<file path="src/hw/win7_pkg.sv">
`default_nettype none

package win7_pkg;

  // pixel format
  localparam int PIX_W = 8;
  typedef logic [PIX_W-1:0] pix_t;

  // window edge in pixels
  localparam int WIN = 7;

  // frame geometry
  localparam int IMG_COLS = 16;
  localparam int IMG_ROWS = 12;
  localparam int COL_W    = 4;
  localparam int ROW_W    = 4;

  // holds 0 to WIN, the number of real columns in the window
  localparam int FILL_W = $clog2(WIN + 1);

  // one row of the window summed
  localparam int ROWSUM_W = PIX_W + $clog2(WIN);

  // 49 * 255 = 12495 fits in 14 bits
  localparam int SUM_W = 14;

  // element r*WIN + c, row 0 oldest line, column 0 oldest column
  typedef pix_t [WIN*WIN-1:0] win_t;

endpackage

`default_nettype wire

</file>
<file path="src/hw/line_buffer.sv">
`default_nettype none

module line_buffer
  import win7_pkg::*;
(
  input  wire             clk,
  input  wire             rst_n,
  input  wire             frame_start_i,
  input  wire             pixel_valid_i,
  input  wire pix_t       pixel_i,
  output logic            tap_valid_o,
  output pix_t [WIN-1:0]  tap_o,
  output logic            tap_row_first_o,
  output logic            tap_rows_ok_o
);

  // index 0 holds the oldest line, WIN-2 the line just above the current one
  pix_t line_mem [WIN-1][IMG_COLS];

  logic [COL_W-1:0] col_q;
  logic [ROW_W-1:0] row_q;
  logic [COL_W-1:0] cur_col;
  logic [ROW_W-1:0] cur_row;
  logic             col_last;

  // a frame start puts the pixel that comes with it at (0, 0)
  assign cur_col  = frame_start_i ? '0 : col_q;
  assign cur_row  = frame_start_i ? '0 : row_q;
  assign col_last = (cur_col == COL_W'(IMG_COLS - 1));

  always_ff @(posedge clk or negedge rst_n) begin
    if (!rst_n) begin
      col_q <= '0;
      row_q <= '0;
    end else if (pixel_valid_i) begin
      if (col_last) begin
        col_q <= '0;
        // row stays on the last line until the next frame start
        if (cur_row != ROW_W'(IMG_ROWS - 1)) begin
          row_q <= cur_row + 1'b1;
        end else begin
          row_q <= cur_row;
        end
      end else begin
        col_q <= cur_col + 1'b1;
        row_q <= cur_row;
      end
    end
  end

  // each line moves up one slot at the current column
  always_ff @(posedge clk) begin
    if (pixel_valid_i) begin
      for (int k = 0; k < WIN - 2; k++) begin
        line_mem[k][cur_col] <= line_mem[k+1][cur_col];
      end
      line_mem[WIN-2][cur_col] <= pixel_i;
    end
  end

  always_ff @(posedge clk or negedge rst_n) begin
    if (!rst_n) begin
      tap_valid_o     <= 1'b0;
      tap_o           <= '0;
      tap_row_first_o <= 1'b0;
      tap_rows_ok_o   <= 1'b0;
    end else begin
      tap_valid_o <= pixel_valid_i;
      if (pixel_valid_i) begin
        for (int k = 0; k < WIN - 1; k++) begin
          tap_o[k] <= line_mem[k][cur_col];
        end
        tap_o[WIN-1]    <= pixel_i;
        tap_row_first_o <= (cur_col == '0);
        // six lines stored above means a full column of seven
        tap_rows_ok_o   <= (cur_row >= ROW_W'(WIN - 1));
      end
    end
  end

  a_start_with_pixel: assert property (
    @(posedge clk) disable iff (!rst_n)
    frame_start_i |-> pixel_valid_i
  ) else $error("frame_start_i high without pixel_valid_i");

endmodule

`default_nettype wire

</file>
<file path="src/hw/window_datapath.sv">
`default_nettype none

module window_datapath
  import win7_pkg::*;
(
  input  wire             clk,
  input  wire             rst_n,
  input  wire             tap_valid_i,
  input  wire pix_t [WIN-1:0] tap_i,
  input  wire             tap_row_first_i,
  input  wire             tap_rows_ok_i,
  output logic            win_valid_o,
  output win_t            win_o
);

  logic [FILL_W-1:0] fill_q;
  logic [FILL_W-1:0] fill_nxt;
  logic              win_full;

  // count of real columns after the shift on this tap
  always_comb begin
    if (tap_row_first_i) begin
      fill_nxt = FILL_W'(1);
    end else if (fill_q == FILL_W'(WIN)) begin
      fill_nxt = fill_q;
    end else begin
      fill_nxt = fill_q + 1'b1;
    end
  end

  assign win_full = (fill_nxt >= FILL_W'(WIN));

  always_ff @(posedge clk or negedge rst_n) begin
    if (!rst_n) begin
      fill_q <= '0;
    end else if (tap_valid_i) begin
      fill_q <= fill_nxt;
    end
  end

  always_ff @(posedge clk or negedge rst_n) begin
    if (!rst_n) begin
      win_valid_o <= 1'b0;
    end else begin
      win_valid_o <= tap_valid_i && tap_rows_ok_i && win_full;
    end
  end

  // one delay chain per window row, new column enters on the right
  always_ff @(posedge clk or negedge rst_n) begin
    if (!rst_n) begin
      win_o <= '0;
    end else if (tap_valid_i) begin
      for (int r = 0; r < WIN; r++) begin
        for (int c = 0; c < WIN - 1; c++) begin
          win_o[r*WIN + c] <= win_o[r*WIN + c + 1];
        end
        win_o[r*WIN + WIN - 1] <= tap_i[r];
      end
    end
  end

  a_valid_after_tap: assert property (
    @(posedge clk) disable iff (!rst_n)
    win_valid_o |-> $past(tap_valid_i)
  ) else $error("win_valid_o without a tap in the previous cycle");

  a_fill_bounded: assert property (
    @(posedge clk) disable iff (!rst_n)
    fill_q <= FILL_W'(WIN)
  ) else $error("fill counter above window width");

endmodule

`default_nettype wire

</file>
<file path="src/hw/box_sum.sv">
`default_nettype none

module box_sum
  import win7_pkg::*;
(
  input  wire              clk,
  input  wire              rst_n,
  input  wire              win_valid_i,
  input  wire win_t        win_i,
  output logic             sum_valid_o,
  output logic [SUM_W-1:0] sum_o,
  output pix_t             max_o
);

  logic [ROWSUM_W-1:0] row_sum_d [WIN];
  pix_t                row_max_d [WIN];
  logic [ROWSUM_W-1:0] row_sum_q [WIN];
  pix_t                row_max_q [WIN];
  logic                s1_valid_q;
  logic [SUM_W-1:0]    sum_d;
  pix_t                max_d;

  // stage one, per row reduction
  always_comb begin
    for (int r = 0; r < WIN; r++) begin
      row_sum_d[r] = '0;
      row_max_d[r] = '0;
      for (int c = 0; c < WIN; c++) begin
        row_sum_d[r] = row_sum_d[r] + ROWSUM_W'(win_i[r*WIN + c]);
        if (win_i[r*WIN + c] > row_max_d[r]) begin
          row_max_d[r] = win_i[r*WIN + c];
        end
      end
    end
  end

  always_ff @(posedge clk or negedge rst_n) begin
    if (!rst_n) begin
      s1_valid_q <= 1'b0;
      for (int r = 0; r < WIN; r++) begin
        row_sum_q[r] <= '0;
        row_max_q[r] <= '0;
      end
    end else begin
      s1_valid_q <= win_valid_i;
      for (int r = 0; r < WIN; r++) begin
        row_sum_q[r] <= row_sum_d[r];
        row_max_q[r] <= row_max_d[r];
      end
    end
  end

  // stage two, across rows
  always_comb begin
    sum_d = '0;
    max_d = '0;
    for (int r = 0; r < WIN; r++) begin
      sum_d = sum_d + SUM_W'(row_sum_q[r]);
      if (row_max_q[r] > max_d) begin
        max_d = row_max_q[r];
      end
    end
  end

  always_ff @(posedge clk or negedge rst_n) begin
    if (!rst_n) begin
      sum_valid_o <= 1'b0;
      sum_o       <= '0;
      max_o       <= '0;
    end else begin
      sum_valid_o <= s1_valid_q;
      sum_o       <= sum_d;
      max_o       <= max_d;
    end
  end

  a_sum_range: assert property (
    @(posedge clk) disable iff (!rst_n)
    sum_o <= SUM_W'(WIN * WIN * ((1 << PIX_W) - 1))
  ) else $error("window sum above 49 full-scale pixels");

endmodule

`default_nettype wire

</file>
<file path="src/hw/window_filter_top.sv">
`default_nettype none

module window_filter_top
  import win7_pkg::*;
(
  input  wire              clk,
  input  wire              rst_n,
  input  wire              frame_start_i,
  input  wire              pixel_valid_i,
  input  wire pix_t        pixel_i,
  output wire              sum_valid_o,
  output wire [SUM_W-1:0]  sum_o,
  output wire pix_t        max_o
);

  // line buffer to window
  logic           tap_valid;
  pix_t [WIN-1:0] tap;
  logic           tap_row_first;
  logic           tap_rows_ok;

  // window to adder tree
  logic           win_valid;
  win_t           win;

  line_buffer u_line_buffer (
    .clk             (clk),
    .rst_n           (rst_n),
    .frame_start_i   (frame_start_i),
    .pixel_valid_i   (pixel_valid_i),
    .pixel_i         (pixel_i),
    .tap_valid_o     (tap_valid),
    .tap_o           (tap),
    .tap_row_first_o (tap_row_first),
    .tap_rows_ok_o   (tap_rows_ok)
  );

  window_datapath u_window (
    .clk             (clk),
    .rst_n           (rst_n),
    .tap_valid_i     (tap_valid),
    .tap_i           (tap),
    .tap_row_first_i (tap_row_first),
    .tap_rows_ok_i   (tap_rows_ok),
    .win_valid_o     (win_valid),
    .win_o           (win)
  );

  box_sum u_box_sum (
    .clk         (clk),
    .rst_n       (rst_n),
    .win_valid_i (win_valid),
    .win_i       (win),
    .sum_valid_o (sum_valid_o),
    .sum_o       (sum_o),
    .max_o       (max_o)
  );

endmodule

`default_nettype wire

</file>
<file path="config.mk">
export PLATFORM = sky130hd
export DESIGN_NAME = window_filter_top
export DESIGN_NICKNAME = d
export VERILOG_FILES = /design/src/hw/win7_pkg.sv /design/src/hw/line_buffer.sv /design/src/hw/window_datapath.sv /design/src/hw/box_sum.sv /design/src/hw/window_filter_top.sv
export SDC_FILE = /design/constraint.sdc
export NUM_CORES = 2
export LEC_CHECK = 0
export ABC_CLOCK_PERIOD_IN_PS = 11050
export BUFFER_PORTS_ARGS = -buffer_cell sky130_fd_sc_hd__buf_2
export CAP_MARGIN = 40
export CORE_MARGIN = 8
export CORE_UTILIZATION = 47
export CTS_CLUSTER_SIZE = 24
export DETAILED_ROUTE_END_ITERATION = 7
export SLEW_MARGIN = 20
export SYNTH_ARGS = -nofsm -noshare
export SYNTH_HDL_FRONTEND = slang
export SYNTH_SLANG_ARGS = --single-unit
</file>
<file path="constraint.sdc">
create_clock -name clk -period 11.05 [get_ports clk]
set_clock_uncertainty 0.05 [all_clocks]
set_input_delay 2.21 -clock clk [delete_from_list [all_inputs] [get_ports clk]]
set_output_delay 2.21 -clock clk [all_outputs]
set_load 0.1 [all_outputs]
</file>
Word level (Yosys, flattened, before mapping)
Memories as Yosys holds them, arrays and structs flattened.
Cells that the tools add are included.
{"block": "totals", "mem_count": 1, "elab_cells": 286, "input_bits": 12, "ramBits": 768, "ff_bits": 620}
{"memory": "u_line_buffer.line_mem", "words": 6, "width": 128, "read_ports": 6, "rd_clocked_by_memory_dff": 0, "wr": 6, "line": "line_buffer.sv:18", "source": "pix_t line_mem [WIN-1][IMG_COLS];"}
{"block": "classes", "n_eq_ne": 3, "bitwise_logic": 1, "reduce_logical": 4, "add_sub_neg": 51, "n_lt_le_gt_ge": 60, "muxes": 85}
{"operator": "two-way mux 8 bit", "n": 69}
{"operator": "adder 11 x 8 -> 11 bit", "n": 35}
{"operator": "greater-than comparator 8 bit", "n": 48}
{"operator": "binary-select mux 8 bit (select 4 bit)", "n": 6}
{"operator": "two-way mux 128 bit", "n": 1}
{"operator": "adder 14 x 11 -> 14 bit", "n": 5}
{"operator": "greater-than comparator 8 x 1 -> 1 bit, second input constant", "n": 8}
{"operator": "adder 8 x 8 -> 9 bit", "n": 7}
{"operator": "demux 8 bit (select 4 bit)", "n": 1}
{"operator": "two-way mux 4 bit", "n": 5}
{"operator": "adder 11 x 11 -> 12 bit", "n": 1}
{"operator": "adder 4 x 1 -> 4 bit, second input constant", "n": 2}
{"operator": "two-way mux 3 bit", "n": 2}
{"operator": ">= comparator 5 bit, second input constant", "n": 1}
{"operator": "< comparator 5 x 1 -> 1 bit, second input constant", "n": 1}
{"operator": "NOT 4 -> 5 bit", "n": 1}
{"operator": "equality test 4 bit, second input constant", "n": 1}
{"operator": ">= comparator 4 x 3 -> 1 bit, second input constant", "n": 1}
{"operator": "logical NOT 4 bit", "n": 1}
{"operator": "inequality test 4 bit, second input constant", "n": 1}
{"operator": "adder 3 x 1 -> 3 bit, second input constant", "n": 1}
{"operator": "equality test 3 bit, second input constant", "n": 1}
{"operator": ">= comparator 3 bit, second input constant", "n": 1}
{"operator": "logical AND 1 bit", "n": 3}
{"operator": "two-way mux 1 bit", "n": 1}

Depth between registers and ports, before layout
{"block": "depth", "ltp_word": 14, "ltp_mapped": 63}

Modules after synthesis
From an unflattened synthesis, not the netlist that was laid out.
{"block": "hier_totals", "cells_unflattened": 6071, "area_unflattened_um2": 78436.5}
{"mod": "line_buffer", "cells_per_inst": 1954, "area_each_um2": 32967.9, "instances": 1}
{"mod": "box_sum", "cells_per_inst": 3268, "area_each_um2": 29420.7, "instances": 1}
{"mod": "window_datapath", "cells_per_inst": 849, "area_each_um2": 16047.9, "instances": 1}

Least setup slack after synthesis
No wires, ideal clock.
{"block": "synth_timing", "kind": "register to register", "from": "reg u_window.win_o[337] in the netlist's numbering", "to": "reg u_box_sum.row_max_q[5] in the netlist's numbering", "setup_ns": 0.078, "path_stages_with_launch": 55, "path_buffers": 4, "period_less_slack_ns": 10.571, "slack_ns": 0.479, "t_arrival_ns": 10.443, "cell_sequence": "dfrtp_1 inv_1 ha_1 nor2b_1 o211ai_1 a21oi_1 o21ai_2 mux2i_1 ha_1 a211oi_1 nor2_1 nor4b_2 or2_1 buf_2 buf_1 nor2_1 a21oi_1 inv_1 (+19 left out) a21o_1 a21o_1 a211oi_1 or2_2 a41oi_1 a31o_2 a211oi_4 mux2i_1 ha_1 o21a_1 o21ai_0 nand2b_1 a21oi_1 o21ai_0 o21ai_1 clkbuf_1 nor2_1 a21oi_1"}
{"element": "start, declared", "line": "window_datapath.sv:13", "source": "output win_t win_o"}
{"element": "start signal, assigned by index", "line": "window_datapath.sv:56", "source": "win_o[r*WIN + c] <= win_o[r*WIN + c + 1];"}
{"element": "start signal, assigned by index", "line": "window_datapath.sv:58", "source": "win_o[r*WIN + WIN - 1] <= tap_i[r];"}
{"element": "end signal, assigned by index", "line": "box_sum.sv:48", "source": "row_max_q[r] <= row_max_d[r];"}
{"element": "end, declared", "line": "box_sum.sv:18", "source": "pix_t row_max_q [WIN];"}

==> flow_summary.ini <==
[run_status]
status = finished, final reports clean

[sta]
worstMarginPinSlew_ps = 1040
fin_crit_ps = 10450
timing.final.crit_share_pct = 94.6
worst_hold_slack_ps = 296
clock.fmax_mhz = 95.7
finalHoldViolations = 0
slew_violations = 0
slew_headroom_pct = 30.4
finalSetupViolCount = 0

[yosys]
synthArstFlopShare_pct = 44.7
yosysSeqAreaShare_pct = 49.9
synth_common_cells = nand2_1 (824), inv_1 (801), edfxtp_1 (768), dfrtp_1 (620), ha_1 (509)
synth_area_mm2 = 0.0773
synthAdderAreaFrac_pct = 15.4
synth_edf_count = 768
synth_top_area_share_pct = 29.8
synth.most_common_cell = nand2_1
synthMuxAreaShare_pct = 6.55
synth_nets = 7724
avgSynthCellArea_um2 = 11.2
yosysWarnings = 0
yosys.area_share.simple_pct = 8.89
synth_compound_area_share_pct = 12.9
synth_seq_cells = 1388
synthCells = 6927
synth_xor_area_share_pct = 1.19
ys_top_cells_by_area = edfxtp_1 (30%), dfrtp_1 (20%), ha_1 (8.2%)
synth_top_family_by_area = adder cells
synth_top_cell_by_area = edfxtp_1
synth_cell_types = 110
ys.flop_type = edfxtp_1

[detailed_routing]
drt_first_pass_iters = 7
drt_wl_total_mm = 193
wl_per_cell_um = 20.7
drc = 0
vias = 51677
antenna_left = 0
initialDrtViolationCount = 3761
viasPerCell = 5.53

[placement]
port_buffers = 34
gp_congestion = 0.853
place.detailed.hpwl_mm = 127

[floorplan]
die_width_um = 422
ios = 35
start_util_pct = 47.1
core_area_mm2 = 0.164
die_y_um = 422
die_area_mm2 = 0.178
num_rows = 149

[setup_path]
cpPeakStageDelay_ps = 490
cp_common_cell = ha_1
path_class = reg2reg
slowest_stage = o41a_1
r2r_slack_ps = 600
cp.required_ps = 11670
crit_path_end_kind = flip-flop
crit_path_start_kind = flip-flop
cp_max_fo = 8
critPathArrivalTime_ps = 11080

[clock_tree]
clkSinkCount = 1388
cts_made_buffers = 158
clk_latency_ps = 800
clkSlewWorstSetupHoldPaths_ps = 60
cts_root_buf = clkbuf_16
cts_tree = built
ctsHtreeMaxLevel = 4
ctsLongestPathBuffers = 3
ctsHoldBuffers = 0

[finish]
synthToLayoutAreaGrowth_pct = 12.4
drive_gt1_share_pct = 13.4
finish.net_count = 7827
fill_cells = 14161

[global_routing]
antenna_found_initial = 7
grt_first_pass_wirelength_mm = 300
first_global_vias = 51008
overflow = 0
grt_usage_pct = 21.2
grt_max_degree = 223

[job]
drv_cap = 0

[hold_path]
min_path_type = reg2reg
-- cells by family (layout without fill, tap and decap cells) --
| logic type | after synthesis | in the layout |
|---|---|---|
| AO/OA/AOI/OAI | 1594 | 1597 |
| XOR/XNOR | 105 | 105 |
| adder cells (fa/ha/maj) | 787 | 787 |
| buffers and inverters | 1061 | 1288 |
| flip-flops | 1388 | 1388 |
| multiplexers | 459 | 459 |
| other | 0 | 2 |
| AND/OR/NAND/NOR | 1533 | 1535 |
-- area by class of cell --
cell class	count	area [um2]	area share, %
clock buffers	205	4340	5.00
flip-flops and latches	1388	38600	44.4
multi-input cells	4483	35400	40.8
inverters	801	3020	3.47
diodes	2	5.00	0.00576
well taps	2189	2740	3.15
clock inverters	84	935	1.08
repair buffers	198	1860	2.14
-- through the flow --
step | util (%) | setup slack (ps) | TNS, ps | area (um2) | std cells
2_1_floorplan | - | 479 | 0 | 77300 | 6927
3_3_place_gp | 48.9 | 45.2 | 0 | 80200 | 8988
3_5_place_dp | 49.1 | -76.2 | -517 | 80600 | 9003
4_1_cts | 52.3 | 60.1 | 0 | 85900 | 9294
5_1_grt | 52.9 | -236 | -1940 | 86900 | 9348
6_report | 52.9 | 596 | 0 | 86900 | 9350
-- sequential cells by signal (all words and copies together), names as in the netlist, 3 cells and up --
signal and flops:
u_window.fill_q 3, u_line_buffer.col_q 4, u_box_sum.sum_o 14, u_box_sum.max_o 8, u_line_buffer.tap_o 56, u_line_buffer.line_mem 768, u_line_buffer.row_q 4, u_box_sum.row_sum_q 77
u_window.win_o 392, u_box_sum.row_max_q 56
-- what timing repair did --
action,CTS,global route
setup buffers,2,41
setup endpoints to repair,12,64
pin swaps,1,24
gates cloned,0,5
resized for setup,1,118
-- placed cells by master (no fill, tap or decap), types with 91 or more instances in the layout --
master and count:
a211oi_1 97, dfrtp_1 618, nand2_1 823, ha_1 509, a31oi_1 103, edfxtp_1 768
nor2_1 234, inv_1 799, a21oi_1 474, mux2i_1 91, mux2_2 331, buf_4 134
fa_1 276, clkbuf_16 160, nor2b_1 139, o21ai_0 412
-- worst paths after layout --
check                                startpoint                         to  cells after the start
max                         u_window.win_o[231]    u_box_sum.row_max_q[16]                     50
min                        u_window.win_valid_o       u_box_sum.s1_valid_q                      0
max reg2reg                 u_window.win_o[231]    u_box_sum.row_max_q[16]                     50
min reg2reg                u_window.win_valid_o       u_box_sum.s1_valid_q                      0
max in group asynchronous                 rst_n  u_line_buffer.tap_valid_o                      4
min in group asynchronous                 rst_n        u_window.win_o[112]                      1
-- critical path: cells and delay by family, from the launching register on --
kind / cells / cell delay [ps]
AO/OA/AOI/OAI: 19 / 3980
adder cells (fa/ha/maj): 6 / 1850
buffers and inverters: 4 / 490
flip-flops: 1 / 380
multiplexers: 5 / 1590
AND/OR/NAND/NOR: 16 / 1970
-- routing by layer --
metal  global-route usage [%]  vias to the layer above  routed length (um)
li1                         -                    24511                   -
met1                     29.7                    25738               87900
met2                     35.1                     1165               92100
met3                     2.81                      263                8990
met4                     5.32                        0                4290
met5                        0                        -                   0
Power is not shown: default switching activity piles up to over one toggle a cycle in this logic, so the estimate is an artifact.
